File: src/logic/isa_pkg.sv
package isa_pkg;

	////////////////////
	// Field types
	////////////////////

	// Whole instruction word
	typedef logic [31:0] instr_t;

	// Data word, also used for pc and ALU answer
	typedef logic [31:0] word_t;

	// Register number, rs/rt/rd fields
	typedef logic [4:0] reg_addr_t;

	// Top six bits of the word
	typedef logic [5:0] opcode_t;

	// Low six bits, only meaningful for special and swc
	typedef logic [5:0] funct_t;

	////////////////////
	// Opcodes
	////////////////////

	// R-type group, funct picks the operation
	localparam opcode_t op_special = 6'b000000;
	localparam opcode_t op_ori     = 6'b001101;
	localparam opcode_t op_lui     = 6'b001111;
	localparam opcode_t op_lw      = 6'b100011;
	localparam opcode_t op_sw      = 6'b101011;
	localparam opcode_t op_jal     = 6'b000011;
	// Custom op, needs fn_swc as well
	localparam opcode_t op_swc     = 6'b101010;

	////////////////////
	// Funct codes
	////////////////////

	localparam funct_t fn_add = 6'b100000;
	localparam funct_t fn_sub = 6'b100010;
	localparam funct_t fn_swc = 6'b101110;

	// Link register for jal
	localparam reg_addr_t reg_ra = 5'd31;

endpackage

File: src/logic/pipe_pkg.sv
package pipe_pkg;

	////////////////////
	// Writeback selects
	////////////////////

	// Source of the register-file write data
	typedef logic [1:0] wdata_sel_t;
	localparam wdata_sel_t wdata_ans   = 2'b00;
	localparam wdata_sel_t wdata_rdata = 2'b01;
	// pc plus 8
	localparam wdata_sel_t wdata_link  = 2'b10;

	// Destination register choice
	typedef logic [1:0] wreg_sel_t;
	localparam wreg_sel_t wreg_rd = 2'b00;
	localparam wreg_sel_t wreg_rt = 2'b01;
	// Fixed register 31
	localparam wreg_sel_t wreg_ra = 2'b10;

	////////////////////
	// Stage bundles
	////////////////////

	// What crosses the M/W boundary, 96 bits
	typedef struct packed {
		isa_pkg::instr_t instr;
		isa_pkg::word_t  pc;
		isa_pkg::word_t  ans;
	} mw_bundle_t;

	// Decoded writeback controls
	typedef struct packed {
		logic                we;
		wdata_sel_t          wdata_sel;
		wreg_sel_t           wreg_sel;
		isa_pkg::reg_addr_t  rt;
		isa_pkg::reg_addr_t  rd;
		logic                is_lw;
	} w_ctrl_t;

	// Register-file write port, also the forwarding source
	typedef struct packed {
		logic               we;
		isa_pkg::reg_addr_t addr;
		isa_pkg::word_t     data;
	} grf_write_t;

endpackage

File: src/logic/mw_reg.sv
module mw_reg (
	input  logic                 clk,
	input  logic                 rst,
	input  pipe_pkg::mw_bundle_t m_bundle,
	output pipe_pkg::mw_bundle_t w_bundle
);

	////////////////////
	// M/W boundary
	////////////////////

	// One edge of latency, no stall
	// Zero instruction after reset
	// All-zero word is a nop, writeback stays quiet
	always_ff @(posedge clk) begin
		if (rst) begin
			w_bundle <= '0;
		end else begin
			// Whole bundle moves every cycle
			w_bundle <= m_bundle;
		end
	end

endmodule

File: config.mk
export PLATFORM = sky130hd
export DESIGN_NAME = mw_reg
export DESIGN_NICKNAME = d
export VERILOG_FILES = /design/src/logic/isa_pkg.sv /design/src/logic/pipe_pkg.sv /design/src/logic/mw_reg.sv
export SDC_FILE = /design/constraint.sdc
export NUM_CORES = 1
export LEC_CHECK = 0
export ABC_AREA = 1
export BUFFER_PORTS_ARGS = -buffer_cell sky130_fd_sc_hd__buf_2
export CORE_MARGIN = 2
export CORE_UTILIZATION = 43
export CTS_CLUSTER_DIAMETER = 150
export DETAILED_ROUTE_END_ITERATION = 8
export HOLD_SLACK_MARGIN = 0.12
export PLACE_DENSITY = 0.9
export SLEW_MARGIN = 25
export SYNTH_ARGS = -nofsm -noshare
export SYNTH_HDL_FRONTEND = slang
export SYNTH_SLANG_ARGS = --single-unit
File: constraint.sdc
create_clock -name clk -period 1.5 [get_ports clk]
set_input_delay 0 -clock clk [delete_from_list [all_inputs] [get_ports clk]]
set_output_delay 0 -clock clk [all_outputs]
set_load 0.02 [all_outputs]
# Word level (Yosys, flattened, before mapping)
# Index checks and enable logic that the tools add are counted.
# word_totals
register_bits,96
inputBits,98

# Depth between registers and ports, before layout
# Gate-level depths: netlist of the first run.
# depth
ltp_word,0
depth_mapped,4
depth_no_buf,2

# Least setup slack after synthesis of the first run
# No wires, ideal clock.
# synth_path
path_kind,input to register
from,input rst
to,register w_bundle[53] (netlist name)
t_arrival_ps,447
t_required_ps,1384
setup_slack_ps,937
path_stages,4
cell_sequence,buf_6 -> buf_6 -> buf_8 -> nor2_4
# synth_rtl
item,line,rtl
from (decl),mw_reg.sv:3,"input logic rst,"
to (signal assigned),mw_reg.sv:20,w_bundle <= m_bundle;
to (decl),mw_reg.sv:5,output pipe_pkg::mw_bundle_t w_bundle
# No word-level cell between the ends.

# Final worst setup path of the first run
# layout_path
from,register w_bundle[30] (netlist name)
to,output w_bundle[30] (netlist name)
# No word-level cell between the ends.

==> results.md, run 1 <==
* Peak fanout along the critical path at 1
* Cell area power density at 1050 mW/mm^2
* Cell class contributing the biggest share of worst-path delay: flip-flops
* Root buffer selected by CTS: clkbuf_8
* Post-place setup slack at roughly 0.74 ns
* Min Clock Period, post-route at 0.876 ns
* Floorplan Core Area at 0.00635 sq mm
* Post-route setup slack at ~0.62 ns
* Startpoint Class: flip-flop
* Number of instances resized during post-cts repair at 0
* Worst Max-Slew Pin Slew at about 0.46 ns
* First-pass iteration count of the detailed router at 5
* Routability cong. at 0.737
* Kind of path behind the tightest hold check: in -> reg
* Post-Syn Nets at approximately 400
* DRT antenna net count at 0
* CP required at approximately 1.5 ns
* Count of mapped cells out of synthesis at about 300
* Min-delay src: rst
* Yosys warns at 0
* First-pass GRT wire length at 14.9 mm
* Final Non-Filler Cells at 670
* TritonCTS clock tree: done
* Sequential element share of the synthesized area at 0.683
* Antenna violations before repair at 0
* Highest clock frequency the design can meet at 1140 MHz
* DR vias at roughly 2.8k
* Largest register by flop count: w_bundle
* Total Neg Setup Slack at 0 ns
* CP peak stage delay at roughly 0.35 ns
* Arrival time worst endpoint at ~0.88 ns
* Post-synthesis to final-layout area growth at 75.9%
* Tightest slew margin relative to the limit at 0.693
* Worst-path cell chain: buf_2
* Longest Clk Path Bufs at 2
* Endpoints failing setup at 0
* Antenna diodes at 0
* Slowest-stage cell, CP: dfxtp_1
* Number of global-route vias before repair at about 3k
* Outcome: finished clean
* Initial core utilization at 0.443
* DRC violation count after routing at 0
* I/O pin count at 194
* Number of buffers inserted to repair setup after CTS at 0
* Largest register FFs at between 90 and 100
* Setup repair after global routing missed its margin: false
* Hold endpoint: w_bundle[23]
* GR Util All Layers at 0.266
* Full die area at a little over 0.007 sq mm
* Share of Yosys cell area claimed by the top area cell type at 0.683
* Initial DRC Count at 74
* Fraction of final layout cells sized beyond drive strength 1 at 0.366
* Area leader, netlist: dfxtp_1
* Post-Syn Area at between 0.002 and 0.003 sq mm
* Overflow left after global routing at 0
* Quantity of I/O buffers inserted on ports at roughly 190
* Placed cell areas at 0.00380 sq mm
* Final standard cell area without fillers at a little under 0.005 sq mm
* FF+latch count, synth at 96
* Buffering stage count on the worst path with inverters included at 1
* Number of slew-limit violations in the final report at 0
* Post-synthesis cell type count at 7
* Max cap viols at 0
* Placed Instances at approximately 560
* Die Width at approximately 85 um
* Sum of routed wire length over all layers at approximately 9.5 mm
* Detail-routed via count per cell at roughly 4.2
* HPWL reported at the end of detailed placement at about 4.6 mm
* Clock buffers created by TritonCTS at 9
* Classification of the worst setup path: reg -> out
* Post-layout util at 0.780
* Number of rows created at floorplan at 29
* Regs by FF count: w_bundle x96
* Routed length per placed instance at between 10 and 15 um
* Clock edge transition at the registers on the reported setup and hold paths at 0.09 ns
* Share of the cycle needed by the critical path after routing at 0.584
* Top post-synthesis cells by area: dfxtp_1 (68%), inv_1 (13%), nor2_1 (11%)
* Hold violation total from the final report at 0
* Clock tree sinks at 96
* Final nets at roughly 690
* Maximum number of pins on one net before global-route repair at just under 100
* Worst supply voltage drop on vdd at 728 uV
* Chip Height at roughly 85 um
* Hold Path Cell Cnt at 3
* Average size of a mapped cell at 9.41 sq um
* Kind of end point of the critical path: output pin
* Clock H-tree levels at 3
* Lkg Pwr at roughly 0.0029 uW
## Yosys cell counts
| cell type | number |
|---|---|
| buf_6 | 5 |
| buf_8 | 1 |
| buf_2 | 5 |
| dfxtp_1 | 96 |
| inv_1 | 96 |
| nor2_4 | 10 |
| nor2_1 | 86 |
## power by group
part,switching (uW),leakage (uW),total (uW),internal [uW]
clock,802,0.0000925,1610,807
combinational,443,0.00196,846,403
sequential,39.5,0.000800,2720,2680
total,1280,0.00285,5180,3890
## through the flow
stage | power, uW | hold WS [ns]
floorplan | 3120 | 0.107
global placement | 3370 | 0.198
detailed placement | 3390 | 0.206
CTS | 5170 | 0.183
global route | 5370 | 0.202
finish | 5180 | 0.197
## cell type report
class	count	area, sq um
inverters	96	360
well taps	77	96.3
repair buffers	290	1950
flip-flops and latches	96	1920
fillers	353	1400
clock buffers	12	145
clock inverters	3	42.5
multi-input cells	96	435
## cells by family (layout without fill, tap and decap cells)
| logic type | after synthesis | count (layout) | share of synthesized area |
|---|---|---|---|
| flops | 96 | 96 | 0.683 |
| buf+inv | 107 | 401 | 0.162 |
| simple gates | 96 | 96 | 0.155 |
## per-layer routing
layer  track usage  routed length (um)
met1         0.274                3530
met2         0.482                4780
met3         0.103                 880
met4         0.111                 269
met5             0                   0
## worst max path at each step
stage	depth (start not counted)	start	slack, ns	endpoint
6_report	1	w_bundle[30]	0.62	w_bundle[30]
5_1_grt	1	w_bundle[17]	0.59	w_bundle[17]
4_1_cts	1	w_bundle[17]	0.62	w_bundle[17]
3_5_place_dp	3	rst	0.74	w_bundle[93]
3_3_place_gp	3	rst	0.79	w_bundle[26]
2_1_floorplan	4	rst	0.94	w_bundle[53]
## repair_timing
action / in CTS / in global routing
endpoints found under the setup margin: 0 / 0
hold buffers: 96 / 0
hold endpoints to repair: 96 / 0
## cell usage in the layout (no fill, tap or decap), types with 2 or more instances in the layout
master	instances
buf_2	192
inv_1	96
dlygate4sd3_1	96
dfxtp_1	96
nor2_1	86
nor2_4	10
clkbuf_8	10
clkbuf_1	2
(Power assumes the default switching activity.)
==> inputs of run 2 (changes only) <==
CORE_UTILIZATION = 36   (was 43)
PLACE_DENSITY = 0.81   (was 0.9)
clock period = 0.8 ns   (was 1.5 ns; I/O delays follow)
==> results.md, run 2 (synthesized netlist as in run 1, its figures left out) <==
* Min Clock Period, post-route at a little over 0.8 ns
* Kind of path behind the tightest hold check: in -> reg
* Max cap viols at 0 (unchanged)
* Fraction of final layout cells sized beyond drive strength 1 at 0.533 (+0.167)
* Post-synthesis to final-layout area growth at 103%
* Power after layout at 10,100 uW (+95%)
* Arrival time worst endpoint at 0.82 ns (-0.06 ns)
* Cell area power density at 1770 mW/mm^2 (+69%)
* Outcome: finished with violations
* Longest Clk Path Bufs at 2 (unchanged)
* Source of the critical timing path: w_bundle[74]
* Final hold slack at 0.0680 ns (-0.129 ns)
* Number of slew-limit violations in the final report at 0 (unchanged)
* Die Width at 92.4 um (+8.9%)
* Hold Path Cell Cnt at 3 (unchanged)
* Antenna diodes at 0 (unchanged)
* Placed Instances at 585 (+4.7%)
* First-pass GRT wire length at 15.6 mm (+4.4%)
* Worst Max-Slew Pin Slew at 0.289 ns (-0.171 ns)
* CP peak stage delay at 0.35 ns (about the same)
* Number of buffers inserted to repair setup after CTS at 0 (unchanged)
* Worst supply voltage drop on vdd at 1080 uV (+48%)
* Cell class contributing the biggest share of worst-path delay: flip-flops
* DRC violation count after routing at 0 (unchanged)
* Global routing usage on met1 at 0.237 (-0.0368)
* Lkg Pwr at 0.00302 uW (+5.8%)
* Clock tree sinks at 96 (unchanged)
* Classification of the worst setup path: reg -> out
* Failing checks: setup timing
* Filler cells at 446 (+26%)
* Endpoints failing setup at 49 (+49)
* Setup repair after global routing missed its margin: true
* Startpoint Class: flip-flop
* Layer carrying the most global-route usage: met2
* Crit path depth at 1 (unchanged)
* HPWL reported at the end of detailed placement at 5.04 mm (+8.6%)
* Hold violation total from the final report at 0 (unchanged)
* Number of buffers inserted by hold repair at cts at 96 (unchanged)
* Routability cong. at 0.783 (+6.3%)
* Initial DRC Count at 54 (-27%)
* Quantity of I/O buffers inserted on ports at 193 (unchanged)
* Largest register by flop count: w_bundle
* Number of global-route vias before repair at 3,153 (+2.4%)
* Antenna violations before repair at 0 (unchanged)
* Routed length per placed instance at 14.3 um (+1.6%)
* Regs by FF count: w_bundle x96
* DRT antenna net count at 0 (unchanged)
* Min-delay src: rst
* CP required at 0.80 ns (-0.70 ns)
* Tightest slew margin relative to the limit at 0.807 (+0.114)
* Floorplan Core Area at 0.00765 sq mm (+20%)
* Worst-path cell chain: buf_6
* Final nets at 688 (+0.15%)
* TritonCTS clock tree: done
* I/O pin count at 194 (unchanged)
* Hold endpoint: w_bundle[13]
* Kind of end point of the critical path: output pin
* Buffering stage count on the worst path with inverters included at 1 (unchanged)
* Chip Height at 92.4 um (+8.9%)
* Initial core utilization at 0.368 (-0.0752)
* Share of the cycle needed by the critical path after routing at 1.03
* Largest register FFs at 96 (unchanged)
* Met3 track utilization from global routing at 0.0822 (-0.0209)
* DR vias at 2,869 (+1.4%)
* First-pass iteration count of the detailed router at 4 (-1)
* Number of rows created at floorplan at 32 (+10%)
* Final Non-Filler Cells at 697 (+4.0%)
* Detail-routed via count per cell at 4.12 (-2.5%)
* Full die area at 0.00854 sq mm (+18%)
* Sum of routed wire length over all layers at 9.99 mm (+5.7%)
* Highest clock frequency the design can meet at around 1200 MHz
* Post-route setup slack at -0.0240 ns (-0.648 ns)
* Clock buffers created by TritonCTS at 9 (unchanged)
* Met2 capacity usage during global routing at 0.448 (-0.0348)
* Maximum number of pins on one net before global-route repair at 52 (-46%)
* Clock H-tree levels at 3 (unchanged)
* Clock edge transition at the registers on the reported setup and hold paths at 0.10 ns (about the same)
* Overflow left after global routing at 0 (unchanged)
* Slowest-stage cell, CP: dfxtp_2
* Post-layout util at 0.749 (-0.0310)
* Root buffer selected by CTS: clkbuf_8
* Peak fanout along the critical path at 1 (unchanged)
* GR Util All Layers at 0.241 (-0.0259)
* Commonest cells after routing, fill and taps aside: inv_1 (96), dlygate4sd3_1 (96), buf_2 (96), buf_6 (96), dfxtp_2 (96)
[run 2: per-layer routing]
layer	vias to the layer above	part of all wire
met4	0	0.030
met3	26	0.087
met5	-	0
met2	158	0.52
li1	1377	-
met1	1308	0.36
[run 2: where the power goes]
group	internal (uW)	switching (uW)	total [uW]
clock	1320	1670	2990
combinational	1060	842	1900
sequential	5080	135	5220
total	7470	2640	10100
[run 2: area by class of cell]
type                       instances  area (sq um)  share of cell area
tap                              102           128              0.0223
clock buffer                      11           151              0.0264
inverter                          96           360              0.0629
timing repair buffer             291          2570               0.449
multi-input combinational         96           435              0.0760
sequential                        96          2040               0.357
clock inverter                     5          38.8             0.00677
[run 2: repair_timing]
item                                    CTS  global route
hold endpoints to repair                 96            46
resized for setup                       287             1
endpoints found under the setup margin   96            96
[run 2: worst max path at each step]
stage                    to  slack [ns]
6_report       w_bundle[74]       -0.02
5_1_grt        w_bundle[74]       -0.07
4_1_cts        w_bundle[85]       -0.04
3_5_place_dp   w_bundle[90]        0.16
3_3_place_gp   w_bundle[68]        0.19
2_1_floorplan  w_bundle[53]        0.24
[run 2: metrics by stage]
stage          cell area (sq um)  worst slack (ns)  TNS, ns
5_1_grt                     5730           -0.0736    -3.98
3_3_place_gp                3850             0.187        0
2_1_floorplan               2810             0.237        0
6_report                    5730           -0.0240   -0.305
4_1_cts                     5720           -0.0362    -1.80
3_5_place_dp                3850             0.158        0
