--- config.mk ---
export PLATFORM = sky130hd
export DESIGN_NAME = w_stage
export DESIGN_NICKNAME = d
export VERILOG_FILES = /design/src/logic/isa_pkg.sv /design/src/logic/pipe_pkg.sv /design/src/logic/w_controller.sv /design/src/logic/w_stage.sv
export SDC_FILE = /design/constraint.sdc
export NUM_CORES = 1
export LEC_CHECK = 0
export ABC_AREA = 0
export ABC_CLOCK_PERIOD_IN_PS = 1900
export CAP_MARGIN = 0
export CORE_AREA = 5 5 62 64
export DETAILED_ROUTE_END_ITERATION = 8
export DIE_AREA = 0 0 67 69
export DONT_BUFFER_PORTS = 1
export SYNTH_ARGS = -nofsm -noshare
export SYNTH_HDL_FRONTEND = slang
export SYNTH_SLANG_ARGS = --single-unit
--- constraint.sdc ---
create_clock -name vclk -period 1.9
set_input_delay 0.19 -clock vclk [all_inputs]
set_output_delay 0.19 -clock vclk [all_outputs]
set_load 0.01 [all_outputs]
--- src/logic/isa_pkg.sv ---
package isa_pkg;

	////////////////////
	// Field types
	////////////////////

	// Whole instruction word
	typedef logic [31:0] instr_t;

	// Data word, also used for pc and ALU answer
	typedef logic [31:0] word_t;

	// Register number, rs/rt/rd fields
	typedef logic [4:0] reg_addr_t;

	// Top six bits of the word
	typedef logic [5:0] opcode_t;

	// Low six bits, only meaningful for special and swc
	typedef logic [5:0] funct_t;

	////////////////////
	// Opcodes
	////////////////////

	// R-type group, funct picks the operation
	localparam opcode_t op_special = 6'b000000;
	localparam opcode_t op_ori     = 6'b001101;
	localparam opcode_t op_lui     = 6'b001111;
	localparam opcode_t op_lw      = 6'b100011;
	localparam opcode_t op_sw      = 6'b101011;
	localparam opcode_t op_jal     = 6'b000011;
	// Custom op, needs fn_swc as well
	localparam opcode_t op_swc     = 6'b101010;

	////////////////////
	// Funct codes
	////////////////////

	localparam funct_t fn_add = 6'b100000;
	localparam funct_t fn_sub = 6'b100010;
	localparam funct_t fn_swc = 6'b101110;

	// Link register for jal
	localparam reg_addr_t reg_ra = 5'd31;

endpackage

--- src/logic/pipe_pkg.sv ---
package pipe_pkg;

	////////////////////
	// Writeback selects
	////////////////////

	// Source of the register-file write data
	typedef logic [1:0] wdata_sel_t;
	localparam wdata_sel_t wdata_ans   = 2'b00;
	localparam wdata_sel_t wdata_rdata = 2'b01;
	// pc plus 8
	localparam wdata_sel_t wdata_link  = 2'b10;

	// Destination register choice
	typedef logic [1:0] wreg_sel_t;
	localparam wreg_sel_t wreg_rd = 2'b00;
	localparam wreg_sel_t wreg_rt = 2'b01;
	// Fixed register 31
	localparam wreg_sel_t wreg_ra = 2'b10;

	////////////////////
	// Stage bundles
	////////////////////

	// What crosses the M/W boundary, 96 bits
	typedef struct packed {
		isa_pkg::instr_t instr;
		isa_pkg::word_t  pc;
		isa_pkg::word_t  ans;
	} mw_bundle_t;

	// Decoded writeback controls
	typedef struct packed {
		logic                we;
		wdata_sel_t          wdata_sel;
		wreg_sel_t           wreg_sel;
		isa_pkg::reg_addr_t  rt;
		isa_pkg::reg_addr_t  rd;
		logic                is_lw;
	} w_ctrl_t;

	// Register-file write port, also the forwarding source
	typedef struct packed {
		logic               we;
		isa_pkg::reg_addr_t addr;
		isa_pkg::word_t     data;
	} grf_write_t;

endpackage

--- src/logic/w_controller.sv ---
module w_controller (
	input  isa_pkg::instr_t   w_instr,
	output pipe_pkg::w_ctrl_t w_ctrl
);

	////////////////////
	// Field split
	////////////////////

	isa_pkg::opcode_t w_op;
	isa_pkg::funct_t  w_fn;

	assign w_op = w_instr[31:26];
	assign w_fn = w_instr[5:0];

	////////////////////
	// Instruction match
	////////////////////

	logic is_special;
	logic is_add;
	logic is_sub;
	logic is_ori;
	logic is_lui;
	logic is_lw;
	logic is_jal;
	logic is_swc;

	// R-type group
	assign is_special = (w_op == isa_pkg::op_special);
	assign is_add     = is_special && (w_fn == isa_pkg::fn_add);
	assign is_sub     = is_special && (w_fn == isa_pkg::fn_sub);
	// I-type, opcode alone
	assign is_ori     = (w_op == isa_pkg::op_ori);
	assign is_lui     = (w_op == isa_pkg::op_lui);
	assign is_lw      = (w_op == isa_pkg::op_lw);
	assign is_jal     = (w_op == isa_pkg::op_jal);
	// Custom swc, both fields must match
	assign is_swc     = (w_op == isa_pkg::op_swc) && (w_fn == isa_pkg::fn_swc);

	////////////////////
	// Control outputs
	////////////////////

	always_comb begin
		// Writing set, nop and sw fall out
		w_ctrl.we = is_add | is_sub | is_ori | is_lui | is_lw | is_jal | is_swc;

		// Data source
		if (is_lw) begin
			w_ctrl.wdata_sel = pipe_pkg::wdata_rdata;
		end else if (is_jal) begin
			w_ctrl.wdata_sel = pipe_pkg::wdata_link;
		end else begin
			w_ctrl.wdata_sel = pipe_pkg::wdata_ans;
		end

		// Destination, rt for I-type writers
		if (is_ori | is_lui | is_lw) begin
			w_ctrl.wreg_sel = pipe_pkg::wreg_rt;
		end else if (is_jal) begin
			w_ctrl.wreg_sel = pipe_pkg::wreg_ra;
		end else begin
			w_ctrl.wreg_sel = pipe_pkg::wreg_rd;
		end

		// Raw register fields
		w_ctrl.rt    = w_instr[20:16];
		w_ctrl.rd    = w_instr[15:11];
		// Load-use hint for upstream
		w_ctrl.is_lw = is_lw;
	end

endmodule

--- src/logic/w_stage.sv ---
module w_stage (
	input  pipe_pkg::mw_bundle_t w_bundle,
	input  isa_pkg::word_t       w_rdata,
	output pipe_pkg::grf_write_t w_write,
	output logic                 w_is_lw
);

	pipe_pkg::w_ctrl_t  w_ctrl;
	isa_pkg::word_t     w_link;
	isa_pkg::reg_addr_t w_dest;
	isa_pkg::word_t     w_data;

	// Decoder sees only the instruction
	w_controller u_w_controller (
		.w_instr (w_bundle.instr),
		.w_ctrl  (w_ctrl)
	);

	////////////////////
	// Writeback muxes
	////////////////////

	// Return address, past the delay slot
	assign w_link = w_bundle.pc + 32'd8;

	// Destination register
	always_comb begin
		case (w_ctrl.wreg_sel)
			pipe_pkg::wreg_rt: w_dest = w_ctrl.rt;
			pipe_pkg::wreg_ra: w_dest = isa_pkg::reg_ra;
			default:           w_dest = w_ctrl.rd;
		endcase
	end

	// Write data
	always_comb begin
		case (w_ctrl.wdata_sel)
			pipe_pkg::wdata_rdata: w_data = w_rdata;
			pipe_pkg::wdata_link:  w_data = w_link;
			default:               w_data = w_bundle.ans;
		endcase
	end

	// Register-file port, also leaves for forwarding
	assign w_write.we   = w_ctrl.we;
	assign w_write.addr = w_dest;
	assign w_write.data = w_data;
	assign w_is_lw      = w_ctrl.is_lw;

endmodule

==> Yosys cells after proc, flatten, opt, wreduce, memory -nomap -nowiden <==
Cells that the tools add are included.
{ "classes": {"bitwise": 8, "mux": 5, "reduce_logical": 4, "n_addsub": 1, "eq_ne": 12} }
{ "ops": {"columns": ["cell", "count"], "rows": [
  ["32-bit one-hot mux with 2 select lines", 1],
  ["32-bit by 4-bit adder with 32-bit output, second input constant", 1],
  ["6-bit equality test, second input constant", 5],
  ["6-bit by 4-bit equality test with 1-bit output, second input constant", 2],
  ["5-bit one-hot mux with 2 select lines", 1],
  ["1-bit OR", 8],
  ["6-bit by 2-bit equality test with 1-bit output, second input constant", 1],
  ["6-bit logical NOT", 1],
  ["2-bit 2-to-1 mux", 3],
  ["2-bit by 1-bit equality test with 1-bit output, second input constant", 2],
  ["2-bit equality test, second input constant", 2],
  ["1-bit logical AND", 3]
]} }
{ "totals": {"reg_bits": 0, "in_bits": 128} }

==> Logic depth before layout (Yosys ltp) <==
Gate-level depths: netlist of run 1.
{ "depth": {"word_depth": 8, "depth_mapped": 6, "mapped_depth_nobuf": 6} }

==> Hierarchy <==
From an unflattened synthesis of run 1, not the netlist that was laid out.
{ "hier_totals": {"hier_cells": 251, "hier_area_um2": 1545.2} }
{ "by_module_without_submodules": {"columns": ["mod", "instances", "cells_each", "seq_area_each_um2", "area_per_inst_um2"], "rows": [
  ["w_stage", 1, 219, 0.0, 1338.8],
  ["w_controller", 1, 32, 0.0, 206.4]
]} }

==> Worst setup path after synthesis of run 1 <==
No wires, ideal clock.
{ "synth_path": {"path_type": "input port to output port", "start": "input port w_bundle[35] (netlist name)", "end": "output port w_write[25] (netlist name)", "t_arrival_ns": 1.459, "slack_ns": 0.251, "required_time_ns": 1.710, "path_buffers": 0, "path_stages": 6, "cell_sequence": "ha_1 -> nand2_1 -> nor4_4 -> nand4_1 -> xor2_1 -> o221ai_1"} }
{ "synth_rtl": {"columns": ["element", "line_no", "text"], "rows": [
  ["from (decl)", "w_stage.sv:2", "input pipe_pkg::mw_bundle_t w_bundle,"],
  ["to (decl)", "w_stage.sv:4", "output pipe_pkg::grf_write_t w_write,"]
]} }

==> results of run 1 <==
cell type report:
class              count  area, µm²
fillers              364       1820
well taps             46       57.6
repair buffers        12       90.1
multi-input cells    197       1260
inverters              2       7.51
cell usage after synthesis:
| cell type | number | area share, % |
|---|---|---|
| clkbuf_8 | 4 | 4.1 |
| nand3_2 | 1 | 0.74 |
| or4_1 | 1 | 0.55 |
| nand2_4 | 1 | 0.83 |
| o21ai_1 | 9 | 3.3 |
| nand2b_1 | 1 | 0.46 |
| nor3_1 | 2 | 0.74 |
| o21ai_0 | 3 | 1.1 |
| nand4_4 | 1 | 1.6 |
| nor4_1 | 4 | 1.8 |
| and4_1 | 2 | 1.3 |
| xor2_1 | 18 | 12 |
| nand4_2 | 1 | 0.92 |
| nand2_2 | 1 | 0.46 |
| a21o_1 | 2 | 1.1 |
| o22a_1 | 5 | 3.2 |
| xnor2_1 | 8 | 5.2 |
| o221ai_1 | 20 | 13 |
| inv_1 | 2 | 0.55 |
| mux2i_1 | 5 | 3.7 |
| and3_1 | 2 | 0.92 |
| nor4_4 | 2 | 3.1 |
| mux2_2 | 1 | 0.83 |
| a21oi_1 | 5 | 1.8 |
| nand4_1 | 5 | 2.3 |
| nor3b_2 | 2 | 1.8 |
| and3_2 | 1 | 0.55 |
| nand3_1 | 16 | 5.9 |
| o31ai_1 | 1 | 0.55 |
| clkbuf_1 | 7 | 1.9 |
| a31oi_1 | 1 | 0.46 |
| ha_1 | 1 | 0.92 |
| nand4b_1 | 1 | 0.65 |
| nor2_1 | 11 | 3.0 |
| nand2_1 | 61 | 17 |
| nor2b_1 | 1 | 0.46 |
| o221ai_2 | 1 | 1.1 |
| buf_1 | 1 | 0.28 |
metal layers:
layer / GRT usage [%] / share of wire (%) / vias up
met4: 0 / 0 / 0
met3: 2.60 / 12 / 0
li1: - / - / 789
met1: 22.2 / 39 / 691
met5: 0 / 0 / -
met2: 31.4 / 49 / 86
worst max-delay path: stages:
cell,delay [ns]
ha_1,0.18
nand2_1,0.14
nor4_4,0.22
buf_4,0.20
nand4_1,0.12
xor2_1,0.16
o221ai_1,0.28
how the worst max path moves through the flow:
| stage | endpoint | slack (ns) |
|---|---|---|
| global route | w_write[27] | 0.08 |
| finish | w_write[27] | 0.21 |
| floorplan | w_write[25] | 0.25 |
| global placement | w_write[19] | 0.19 |
| detailed placement | w_write[27] | 0.20 |
| CTS | w_write[27] | 0.20 |
kinds of logic after synthesis:
group	synth area share, %
buffers and inverters	6.84
AOI/OAI and AO/OA	25.7
adders and majority gates	0.924
xor gates and xnor gates	16.8
muxes	4.53
and+or+nand+nor	45.2
stage by stage:
stage               total power [µW]  cells  utilization (%)  setup slack [ns]
floorplan                        177    211                -             0.251
detailed placement               201    257             43.8             0.201
global route                     223    257             43.8            0.0792
global placement                 200    257             43.8             0.194
CTS                              201    257             43.8             0.198
finish                           199    257             43.8             0.208
power breakdown:
group	switching (µW)	total, µW	internal (µW)
combinational	110	199	88.1
clock	0	0	0
sequential	0	0	0
total	110	199	88.1
==> run_results.csv, run 1 <==
group,metric,value,unit
outcome,outcome,"finished clean",
routing,vias_per_cell,6.09,
grt,antenna_found_initial,0,
power_and_ir_drop,powerDensity,140,mW/mm²
floorplan,die-area,0.00462,mm²
power_and_ir_drop,leakage,0.000534,µW
floorplan,io-pin-count,167,
critical_path,start_kind,"primary input",
sta,worst_pin_slew,0.415,ns
finish,most-common-layout-cells,"61 x nand2_1, 20 x o221ai_1, 18 x xor2_1",
finish,layout_commonest_cell,"nand2_1",
min_path,whs_path_depth,2,
finish,seq_cell_count,0,
min_path,hold_end,"w_write[22]",
cts,cts.repair.resized,0,
cts,cts_setup_buffers,0,
logic_synthesis,synthCells,211,
routing,drtIter0Drc,83,
finish,nClkBuffers,0,
sta,max_slew_margin,72.1,%
routing,dr.pass1.iters,5,
critical_path,cp_data_required_time,1.71,ns
routing,wl_per_cell,17.1,µm
critical_path,crit_fanout,9,
floorplan,coreArea,0.00323,mm²
finish,final_cell_area,0.00142,mm²
min_path,hold_start,"w_bundle[22]",
floorplan,start_util,41.9,%
sta,finalHoldViolations,0,
run,cap_violations,0,
sta,rsz0062_at_grt,"no",
floorplan,fp.dieW,67,µm
logic_synthesis,synth_area,0.00135,mm²
logic_synthesis,synth_nets,340,
cts,post_cts_hold_buffer_count,0,
placement,portBuffers,0,
finish,drive_above_1_share,11.4,%
placement,dpl-instance-area,0.00142,mm²
floorplan,rows,21,
critical_path,crit_start,"w_bundle[35]",
critical_path,worst-setup-path-type,"in -> out",
critical_path,worst_setup_path_end_kind,"primary output",
sta,period_share,89.0,%
sta,setup_viol,0,
routing,via_count,1566,
finish,nNetsFinal,342,
placement,gp_congestion,0.822,
floorplan,die_h,69,µm
power_and_ir_drop,vdd_drop_max,0.0000807,V
grt,grt_max_degree,41,
placement,dpl.hpwl,3660,µm
routing,drt_wl_total,4400,µm
critical_path,worstPathArrival,1.50,ns
sta,report.final.slew_viol_count,0,
sta,setup_tns,0,ns
finish,diodes,0,
sta,hold_ws,0.496,ns
logic_synthesis,synth_seq_area_share,0,%
logic_synthesis,yosys_warnings,0,
logic_synthesis,synthDistinctLibCells,38,
grt,grt_pass1_vias,1468,
finish,seqCellArea,0,µm²
routing,drc,0,
grt,grt_overflow,0,
grt,grt_pass1_wl,6780,µm
grt,grt_usage,17.3,%
sta,fmax,591,MHz
sta,period_needed,1.69,ns
min_path,hold_class,"in -> out",
routing,ant_nets,0,
finish,syn_to_final_growth,4.62,%
logic_synthesis,syn_area_per_cell,6.42,µm²
(Power assumes the default switching activity.)
==> run 2: changes to the inputs <==
--- a/config.mk
+++ b/config.mk
@@ -8,10 +8,11 @@
 export ABC_AREA = 0
 export ABC_CLOCK_PERIOD_IN_PS = 1900
 export CAP_MARGIN = 0
-export CORE_AREA = 5 5 62 64
+export CORE_AREA = 5 5 61 63
 export DETAILED_ROUTE_END_ITERATION = 8
-export DIE_AREA = 0 0 67 69
+export DIE_AREA = 0 0 66 68
 export DONT_BUFFER_PORTS = 1
+export SLEW_MARGIN = 20
 export SYNTH_ARGS = -nofsm -noshare
 export SYNTH_HDL_FRONTEND = slang
 export SYNTH_SLANG_ARGS = --single-unit
==> run 2 against run 1 <==
Against the previous run: final cell count rose by 0.39%; sequential share of layout area did not move; maximum frequency is 0.58% lower; utilization increased by 1.4 points; global-route usage fell by 0.62 points; die area down 2.9%; final area is 1.4% higher; combinational power increased by 3%; critical endpoint unchanged; largest cell class unchanged; highest routed layer unchanged.
==> run_results.csv, run 2 (synthesis results as in run 1) <==
group,metric,value,unit
finish,syn_to_final_growth,6.10,%
sta,worst_pin_slew,0.426,ns
sta,period_needed,1.70,ns
floorplan,coreArea,0.00318,mm²
critical_path,worst_setup_path_end_kind,"primary output",
grt,grt_pass1_vias,1352,
finish,most-common-layout-cells,"61 x nand2_1, 20 x o221ai_1, 18 x xor2_1",
finish,nNetsFinal,343,
routing,drt_wl_total,4370,µm
routing,via_count,1554,
finish,fin_cells,258,
grt,grt_max_degree,41,
finish,seq_cell_count,0,
finish,n_fill_cell,353,
finish,layout_commonest_cell,"nand2_1",
grt,grt_usage,16.6,%
sta,setup_viol,0,
run,cap_violations,0,
sta,period_share,89.6,%
sta,hold_ws,0.496,ns
critical_path,cp_data_required_time,1.71,ns
finish,nClkBuffers,0,
critical_path,worstPathArrival,1.51,ns
routing,dr.pass1.iters,4,
outcome,outcome,"finished clean",
floorplan,die_h,68,µm
routing,wl_per_cell,16.9,µm
finish,drive_above_1_share,11.8,%
min_path,whs_path_depth,2,
critical_path,crit_start,"w_bundle[35]",
finish,seqCellArea,0,µm²
finish,final_cell_area,0.00144,mm²
power_and_ir_drop,leakage,0.000546,µW
grt,grt_overflow,0,
placement,portBuffers,0,
grt,grt_pass1_wl,6200,µm
floorplan,rows,21,
routing,drtIter0Drc,33,
critical_path,crit_fanout,9,
placement,dpl-instance-area,0.00144,mm²
critical_path,start_kind,"primary input",
floorplan,die-area,0.00449,mm²
sta,fmax,588,MHz
placement,gp_congestion,0.851,
critical_path,crit_chain,"ha_1, nand2_1, nor4_4, buf_4, nand4_1, xor2_1, o221ai_1",
cts,post_cts_hold_buffer_count,0,
critical_path,cp_slowest_stage_delay,0.30,ns
cts,cts.repair.resized,0,
sta,rsz0062_at_grt,"no",
placement,dpl.hpwl,3640,µm
sta,finalHoldViolations,0,
finish,multi_input_area,0.00126,mm²
sta,max_slew_margin,71.4,%
sta,setup_tns,0,ns
finish,diodes,0,
routing,ant_nets,0,
min_path,hold_end,"w_write[22]",
floorplan,start_util,42.6,%
critical_path,worst-setup-path-type,"in -> out",
power_and_ir_drop,powerDensity,142,mW/mm²
power_and_ir_drop,power,204,µW
critical_path,slowest_stage,"o221ai_1",
routing,vias_per_cell,6.02,
sta,report.final.slew_viol_count,0,
floorplan,io-pin-count,167,
placement,placed_cells,258,
floorplan,fp.dieW,66,µm
min_path,hold_start,"w_bundle[22]",
power_and_ir_drop,vdd_drop_max,0.0000763,V
grt,antenna_found_initial,0,
min_path,hold_class,"in -> out",
cts,cts_setup_buffers,0,
routing,drc,0,
## run 2: cell count changes in the layout (fill, tap and decap cells not counted), sizes merged
| cell | delta |
|---|---|
| buf | +1 |
## run 2: critical path: cells and delay by family
kind / cells / cell delay (ns)
buf+inv: 1 / 0.20
simple gates: 3 / 0.47
xor+xnor: 1 / 0.17
fa+ha+maj: 1 / 0.18
compound gates: 1 / 0.30
## run 2: area by class of cell
type	count	area share [%]
well taps	46	4.01
repair buffers	13	7.67
inverters	2	0.523
multi-input cells	197	87.8
## run 2: worst max-delay path by stage
| stage | endpoint | slack [ns] |
|---|---|---|
| after floorplan | w_write[25] | 0.25 |
| after global placement | w_write[27] | 0.19 |
| after detailed placement | w_write[27] | 0.18 |
| after CTS | w_write[27] | 0.17 |
| after global routing | w_write[27] | 0.07 |
| final | w_write[27] | 0.20 |
## run 2: report_power, final
part / internal, µW / switching [µW] / total [µW]
Sequential: 0 / 0 / 0
Combinational: 91.6 / 112 / 204
Clock: 0 / 0 / 0
## run 2: per-layer routing
metal | wire length [µm] | vias up | GRT usage, % | part of all wire, %
met4 | 0 | 0 | 0.761 | 0
li1 | - | 790 | - | -
met3 | 502 | 0 | 2.79 | 11
met2 | 2240 | 87 | 32.0 | 51
met5 | 0 | - | 0 | 0
met1 | 1630 | 677 | 20.3 | 37
## run 2: through the flow
stage | setup slack (ns) | utilization [%]
floorplan | 0.251 | -
global placement | 0.192 | 45.2
detailed placement | 0.177 | 45.2
CTS | 0.171 | 45.2
global route | 0.0727 | 45.2
finish | 0.198 | 45.2
